`config.mk`:
```
export PLATFORM = sky130hd
export DESIGN_NAME = net_cfg_regs_flat
export DESIGN_NICKNAME = d
export VERILOG_FILES = /design/src/design/pio_pkg.sv /design/src/design/reg_access_if.sv /design/src/design/net_cfg_regs.sv /design/src/flat_wrapper.sv
export SDC_FILE = /design/constraint.sdc
export NUM_CORES = 1
export LEC_CHECK = 0
export BUFFER_PORTS_ARGS = -buffer_cell sky130_fd_sc_hd__buf_2
export CAP_MARGIN = 10
export CORE_MARGIN = 4
export CORE_UTILIZATION = 52
export CTS_BUF_LIST = sky130_fd_sc_hd__clkbuf_2
export CTS_CLUSTER_DIAMETER = 50
export DETAILED_ROUTE_END_ITERATION = 7
export MAX_ROUTING_LAYER = met4
export PLACE_DENSITY = 0.94
export RECOVER_POWER = 100
export SYNTH_ARGS = -nofsm -noshare
export SYNTH_HDL_FRONTEND = slang
export SYNTH_SLANG_ARGS = --single-unit
```
`constraint.sdc`:
```
create_clock -name clk -period 1.9 [get_ports clk]
set_input_delay 0.19 -clock clk [delete_from_list [all_inputs] [get_ports clk]]
set_output_delay 0.19 -clock clk [all_outputs]
set_load 0.05 [all_outputs]
```
`src/design/pio_pkg.sv`:
```
`default_nettype none

package pio_pkg;

	// bus widths
	localparam int ADDR_W = 14; // pio word address
	localparam int DATA_W = 32;
	localparam int BE_W   = 8;  // only low 4 bits carry lanes
	localparam int OFS_W  = 6;  // register offset inside region 01

	// region codes on address bits 13:12
	localparam logic [1:0] REGION_NONE = 2'b00; // unmapped, reads zero
	localparam logic [1:0] REGION_REGS = 2'b01; // network config registers
	localparam logic [1:0] REGION_BAR2 = 2'b10; // reserved window
	localparam logic [1:0] REGION_ROM  = 2'b11; // option rom

	// register offsets
	localparam logic [OFS_W-1:0] OFS_IF_V4      = 6'h00;
	localparam logic [OFS_W-1:0] OFS_IF_MAC_HI  = 6'h02; // mac 47:16
	localparam logic [OFS_W-1:0] OFS_IF_MAC_LO  = 6'h03; // mac 15:0
	localparam logic [OFS_W-1:0] OFS_DST_V4     = 6'h04;
	localparam logic [OFS_W-1:0] OFS_DST_MAC_HI = 6'h06;
	localparam logic [OFS_W-1:0] OFS_DST_MAC_LO = 6'h07;

	// register reset values
	localparam logic [31:0] RST_IF_V4   = 32'hd000_0000;
	localparam logic [47:0] RST_IF_MAC  = 48'h0037_7600_0001;
	localparam logic [31:0] RST_DST_V4  = 32'h0a00_15ff; // 10.0.21.255
	localparam logic [47:0] RST_DST_MAC = 48'hffff_ffff_ffff; // broadcast

endpackage

`default_nettype wire

```
`src/design/reg_access_if.sv`:
```
`timescale 1ns/1ps
`default_nettype none

interface reg_access_if;

	logic [pio_pkg::OFS_W-1:0]  rd_ofs;  // sampled every cycle
	logic [pio_pkg::DATA_W-1:0] rd_data; // valid one cycle after rd_ofs
	logic [pio_pkg::OFS_W-1:0]  wr_ofs;
	logic [pio_pkg::BE_W-1:0]   wr_be;
	logic [pio_pkg::DATA_W-1:0] wr_data;
	logic                       wr_en;   // single-cycle strobe per word

	modport ctrl (
		output rd_ofs, wr_ofs, wr_be, wr_data, wr_en,
		input  rd_data
	);

	modport regs (
		input  rd_ofs, wr_ofs, wr_be, wr_data, wr_en,
		output rd_data
	);

endinterface

`default_nettype wire

```
`src/design/net_cfg_regs.sv`:
```
`timescale 1ns/1ps
`default_nettype none

module net_cfg_regs (
	input  logic              clk,
	input  logic              sys_rst,
	reg_access_if.regs        bus,
	input  logic [7:0]        debug,
	output logic [31:0]       if_v4addr,
	output logic [47:0]       if_macaddr,
	output logic [31:0]       dest_v4addr,
	output logic [47:0]       dest_macaddr
);

	// Byte-lane merge. Lane 0 is the most significant byte of the word,
	// so wr_be[0] selects bits 31:24 and wr_be[3] selects bits 7:0.
	function automatic logic [31:0] merge_lanes(
		input logic [31:0] old_word,
		input logic [31:0] new_word,
		input logic [3:0]  be
	);
		logic [31:0] word;
		word = old_word;
		for (int i = 0; i < 4; i++) begin
			if (be[i])
				word[31-8*i -: 8] = new_word[31-8*i -: 8];
		end
		return word;
	endfunction

	logic [31:0] if_mac_lo_wr;  // mac low half sits in the top 16 bits
	logic [31:0] dst_mac_lo_wr;

	// only lanes 0 and 1 exist at the mac low offsets
	assign if_mac_lo_wr = merge_lanes({if_macaddr[15:0], 16'h0000}, bus.wr_data,
		{2'b00, bus.wr_be[1:0]});
	assign dst_mac_lo_wr = merge_lanes({dest_macaddr[15:0], 16'h0000}, bus.wr_data,
		{2'b00, bus.wr_be[1:0]});

	always_ff @(posedge clk) begin
		if (sys_rst) begin
			if_v4addr    <= pio_pkg::RST_IF_V4;
			if_macaddr   <= pio_pkg::RST_IF_MAC;
			dest_v4addr  <= pio_pkg::RST_DST_V4;
			dest_macaddr <= pio_pkg::RST_DST_MAC;
		end else if (bus.wr_en) begin
			case (bus.wr_ofs)
				pio_pkg::OFS_IF_V4:
					if_v4addr <= merge_lanes(if_v4addr, bus.wr_data, bus.wr_be[3:0]);
				pio_pkg::OFS_IF_MAC_HI:
					if_macaddr[47:16] <= merge_lanes(if_macaddr[47:16], bus.wr_data,
						bus.wr_be[3:0]);
				pio_pkg::OFS_IF_MAC_LO:
					if_macaddr[15:0] <= if_mac_lo_wr[31:16];
				pio_pkg::OFS_DST_V4:
					dest_v4addr <= merge_lanes(dest_v4addr, bus.wr_data, bus.wr_be[3:0]);
				pio_pkg::OFS_DST_MAC_HI:
					dest_macaddr[47:16] <= merge_lanes(dest_macaddr[47:16], bus.wr_data,
						bus.wr_be[3:0]);
				pio_pkg::OFS_DST_MAC_LO:
					dest_macaddr[15:0] <= dst_mac_lo_wr[31:16];
				default: ; // undefined offsets ignore writes
			endcase
		end
	end

	// readback, one cycle after the offset
	always_ff @(posedge clk) begin
		if (sys_rst) begin
			bus.rd_data <= '0;
		end else begin
			case (bus.rd_ofs)
				pio_pkg::OFS_IF_V4:
					bus.rd_data <= if_v4addr;
				pio_pkg::OFS_IF_MAC_HI:
					bus.rd_data <= if_macaddr[47:16];
				pio_pkg::OFS_IF_MAC_LO:
					bus.rd_data <= {if_macaddr[15:0], 8'h00, debug}; // debug in low byte
				pio_pkg::OFS_DST_V4:
					bus.rd_data <= dest_v4addr;
				pio_pkg::OFS_DST_MAC_HI:
					bus.rd_data <= dest_macaddr[47:16];
				pio_pkg::OFS_DST_MAC_LO:
					bus.rd_data <= {dest_macaddr[15:0], 16'h0000};
				default:
					bus.rd_data <= '0;
			endcase
		end
	end

endmodule

`default_nettype wire

```
`src/flat_wrapper.sv`:
```
// flat-port wrapper written by rule: the top's interface ports become plain ports
module net_cfg_regs_flat 
  (clk, sys_rst, debug, if_v4addr, if_macaddr, dest_v4addr, dest_macaddr, bus_rd_ofs, bus_wr_ofs, bus_wr_be, bus_wr_data, bus_wr_en, bus_rd_data);
  reg_access_if bus_i ();
  input  logic clk;
  input  logic sys_rst;
  input  logic [7:0] debug;
  output logic [31:0] if_v4addr;
  output logic [47:0] if_macaddr;
  output logic [31:0] dest_v4addr;
  output logic [47:0] dest_macaddr;
  input wire logic [$bits(bus_i.rd_ofs)-1:0] bus_rd_ofs;
  input wire logic [$bits(bus_i.wr_ofs)-1:0] bus_wr_ofs;
  input wire logic [$bits(bus_i.wr_be)-1:0] bus_wr_be;
  input wire logic [$bits(bus_i.wr_data)-1:0] bus_wr_data;
  input wire logic [$bits(bus_i.wr_en)-1:0] bus_wr_en;
  output wire logic [$bits(bus_i.rd_data)-1:0] bus_rd_data;
  assign bus_i.rd_ofs = bus_rd_ofs;
  assign bus_i.wr_ofs = bus_wr_ofs;
  assign bus_i.wr_be = bus_wr_be;
  assign bus_i.wr_data = bus_wr_data;
  assign bus_i.wr_en = bus_wr_en;
  assign bus_rd_data = bus_i.rd_data;
  net_cfg_regs u_core (.clk(clk), .sys_rst(sys_rst), .bus(bus_i), .debug(debug), .if_v4addr(if_v4addr), .if_macaddr(if_macaddr), .dest_v4addr(dest_v4addr), .dest_macaddr(dest_macaddr));
endmodule
```
After elaboration in Yosys (flattened, before gate mapping)
Cells that the tools add are included.

word-level totals
  register bits after elaboration = 192
  word-level logic and storage cells = 54

operators by class
  equality and inequality tests = 10
  muxes and demuxes = 1
  reduce and logical (&&, ||, !) cells = 22

operators with widths
  cell                                                                    number
  32-bit case mux with 6 select lines                                     1
  3-bit AND reduction                                                     20
  6-bit by 3-bit equality test with 1-bit output (second input constant)  6
  6-bit by 2-bit equality test with 1-bit output (second input constant)  4
  6-bit zero test                                                         2

Depth between registers and ports, before layout
  word-level depth = 2
  depth in mapped cells = 7
  depth with buffers taken out = 4

Worst setup path after synthesis
Ideal clock, no wire load.

  path kind = input -> register
  start point = in bus_wr_ofs[1]
  end point = reg u_core.dest_v4addr[11]
  setup time = 0.128 ns
  arrival time = 1.451 ns
  path slack = 0.321 ns
  cell stages on the path = 6
  cells stage by stage = or4_1 buf_2 nor2_1 buf_4 mux2i_1 nor2_1

between the ends
  longest elaborated chain between the ends = 2

ends and longest elaborated chain
  element                                         RTL line            source
  start: declaration                              flat_wrapper.sv:13  input wire logic [$bits(bus_i.wr_ofs)-1:0] bus_wr_ofs;
  6-bit by 3-bit equality test with 1-bit output  net_cfg_regs.sv:47  case (bus.wr_ofs)
  3-bit AND reduction (no line)                   --
  end signal: assignment                          net_cfg_regs.sv:44  dest_v4addr <= pio_pkg::RST_DST_V4;
  end signal: assignment                          net_cfg_regs.sv:56  dest_v4addr <= merge_lanes(dest_v4addr, bus.wr_data, bus.wr_be[3:0]);
  end: declaration                                net_cfg_regs.sv:11  output logic [31:0] dest_v4addr,

No other way between the ends.
A chain may end at the register's enable or synchronous reset.

Worst setup path after layout
  start point = in bus_rd_ofs[2]
  end point = reg u_core.bus.rd_data[13]

between the ends
  longest elaborated chain between the ends = 2

ends and longest elaborated chain
  element                                                                 RTL line             source
  start: declaration                                                      flat_wrapper.sv:12   input wire logic [$bits(bus_i.rd_ofs)-1:0] bus_rd_ofs;
  6-bit by 3-bit equality test with 1-bit output (tied with other cells)  net_cfg_regs.sv:72   case (bus.rd_ofs)
  32-bit case mux with 6 select lines (*)                                 net_cfg_regs.sv:72
  end signal: assignment                                                  net_cfg_regs.sv:74   bus.rd_data <= if_v4addr;
  end signal: assignment                                                  net_cfg_regs.sv:76   bus.rd_data <= if_macaddr[47:16];
  end signal: assignment                                                  net_cfg_regs.sv:78   bus.rd_data <= {if_macaddr[15:0], 8'h00, debug};
  end: declaration                                                        reg_access_if.sv:20  output rd_data

Every way passes the cells marked *; elsewhere a longest branch is shown, timed or not.

==> out/metrics.cfg <==
[status]
status = complete, but fails checks
violations = negative setup slack

[power]
ir_worst_vdd_mv = 0.414
combPwrFrac_pct = 7.9
switchingPower_mw = 1.75
p_per_area_nw_per_um2 = 672
switching_share_pct = 25.4
p_int_mw = 5.14
clkPwrFrac_pct = 33.1
p_leak_nw = 4.53
finalPower_mw = 6.89
power_frac_seq_pct = 59.0

[route]
num_vias = 7891
wl_per_cell_um = 19.1
wl_um = 25900
viasPerCell = 5.83
route.detailed.drc = 0
drt_first_pass_iters = 6
drt.antenna.violating_nets = 0
drtIter0Drc = 635

[layout]
fill_cells = 1102
fin_cells = 1354
final_layout_size_suffix_gt1_share_pct = 29.4
final_net_count = 1218
syn_to_final_growth_pct = 33.3
final_cell_area_um2 = 10200

[floorplanning]
rows = 44
die_area_um2 = 16800
chipHeight_um = 130
io_pins = 255
core_um2 = 14500
fp.dieW_um = 130
start_util_pct = 53.1

[place]
hpwl_um = 16600
portBuffers = 250
placed_area_um2 = 9270
dp_cells = 1242
gp_congestion = 0.837

[clocking]
cts-root-buf = clkbuf_2
cts_made_buffers = 17
cts_sinks = 192
tritoncts = yes
htree_levels = 4
clk_latency_ps = 760
cts_buffer_depth = 2
cts.clk_slew.worst_paths_ps = 270

[timing]
final-setup-viol-count = 1
min_period_over_period_pct = 100
max_slew_margin_pct = 20.5
fin_hold_ws_ps = 85.8
slew_violations = 0
fin_skew_ps = 24.9
fmax_mhz = 526
hold_viol = 0
rsz0062_at_grt = no
worstMarginPinSlew_ps = 1190
setup_slack_ps = -2.71
layout_min_cycle_time_ps = 1900

[critical_path]
worstPathRequired_ps = 2590
arrival_ps = 2590
worstSetupPathType = in -> reg
reg2reg_depth = 4
start_kind = primary input
cp_max_fo = 13
worstSetupEndpointType = flip-flop

[yosys]
synth.most_common_cell = dfxtp_1
ys_types = 41
synth_area_leaders = dfxtp_1, mux2i_1, a21oi_1, nor2_1, a22oi_1
async_flop_share_pct = 0
synth-seq-cells = 192
syn_inst = 827
synth_nets = 890
synth_ff_type = dfxtp_1
synth_edf_count = 0
synth_top_cell_by_area = dfxtp_1
ys_seq_area_share_pct = 50.0
syn_area_um2 = 7680
avgSynthCellArea_um2 = 9.29
yosysWarningCount = 0
synth_commonest_cells = dfxtp_1, nor2_1, a21oi_1
yosysTopAreaCellShare_pct = 50.0

[global_route]
grt_use_total_pct = 30.8
grt_max_degree = 111
antenna_found_initial = 2
grt_pass1_wl_um = 39300
grt_overflow_total = 0
grt_pass1_vias = 7562

[run]
max-cap-violations = 0

[hold_path]
whs_path_depth = 5
hp-class = in -> reg

worst paths after layout:
check | startpoint | end | slack (ps)
setup / recovery | bus_rd_ofs[2] | u_core.bus.rd_data[13]$_SDFF_PP0_ | -3
hold / removal | bus_wr_ofs[3] | u_core.if_macaddr[7]$_SDFFE_PP0P_ | 90
setup reg to reg | u_core.if_v4addr[8]$_SDFFE_PP0P_ | u_core.if_v4addr[8]$_SDFFE_PP0P_ | 160
hold reg to reg | u_core.if_v4addr[2]$_SDFFE_PP0P_ | u_core.if_v4addr[2]$_SDFFE_PP0P_ | 480
power by group through the flow:
stage	Clock, mW	Sequential [mW]	Combinational [mW]
after floorplan	0	4.19	0.213
after global placement	0	4.14	0.444
after detailed placement	0	4.14	0.453
after CTS	2.31	4.07	0.533
after global routing	2.46	4.07	0.579
final	2.28	4.07	0.542
metrics by stage:
stage               TNS (ps)  setup WS, ps  utilization (%)
detailed placement         0           125             64.0
floorplan                  0           321                -
global route               0          25.4             70.7
finish                 -2.71         -2.71             70.7
global placement           0           167             64.0
CTS                        0          24.8             71.0
kinds of logic (layout without fill, tap and decap cells):
kind of cell | count (synthesis) | count (layout) | synth area share [%]
multiplexers | 96 | 96 | 12.9
flip-flops | 192 | 192 | 50.0
AO/OA/AOI/OAI | 189 | 189 | 15.8
AND/OR/NAND/NOR | 274 | 274 | 17.1
buffers and inverters | 76 | 417 | 4.22
other | 0 | 2 | 0
registers in the layout (all words and copies together) (netlist names):
register / cells
u_core.bus.rd_data: 32
u_core.if_macaddr: 48
u_core.dest_macaddr: 48
u_core.dest_v4addr: 32
u_core.if_v4addr: 32
critical path: stages:
cell and delay, ps:
dlygate4sd3_1 560, buf_2 200, inv_1 120, nor4_4 280
clkbuf_1 770, a22oi_1 210, a21oi_1 270
routing by layer:
metal,track usage (%),up-vias,part of all wire (%)
met4,17.1,0,5.1
met3,6.84,109,8.8
met1,37.1,3693,38
met5,-,-,0
li1,-,3621,-
met2,48.1,468,48
cells in the final DEF, fill, tap and decap left out, types with 5 or more instances in the layout:
cell type      count
a222oi_1          11
clkbuf_2         212
dfxtp_1          192
mux2i_1           74
nor2_1           133
dlygate4sd3_1     76
buf_2             55
clkbuf_1          15
nand4_1            5
nand3_1            7
nor3_1            60
a211o_1           20
a21oi_1          100
buf_4             22
nand2_1           42
a22oi_1           43
inv_1             18
o21ai_0            5
mux2_2            22
repair_timing:
| item | 4_1_cts | 5_1_grt |
|---|---|---|
| setup buffers | 0 | 2 |
| endpoints found under the hold margin | 184 | 6 |
| resized for setup | 0 | 2 |
| setup endpoints to repair | 0 | 4 |
| hold buffers | 73 | 3 |
area by class of cell:
class / count / area, um^2 / area share, %
Antenna cell: 2 / 5.00 / 0.0489
Clock buffer: 18 / 90.1 / 0.879
Clock inverter: 14 / 186 / 1.82
Inverter: 18 / 67.6 / 0.660
Multi-Input combinational cell: 559 / 3520 / 34.4
Sequential cell: 192 / 3840 / 37.5
Tap cell: 184 / 230 / 2.25
Timing Repair Buffer: 367 / 2300 / 22.4
(Power assumes the default switching activity.)
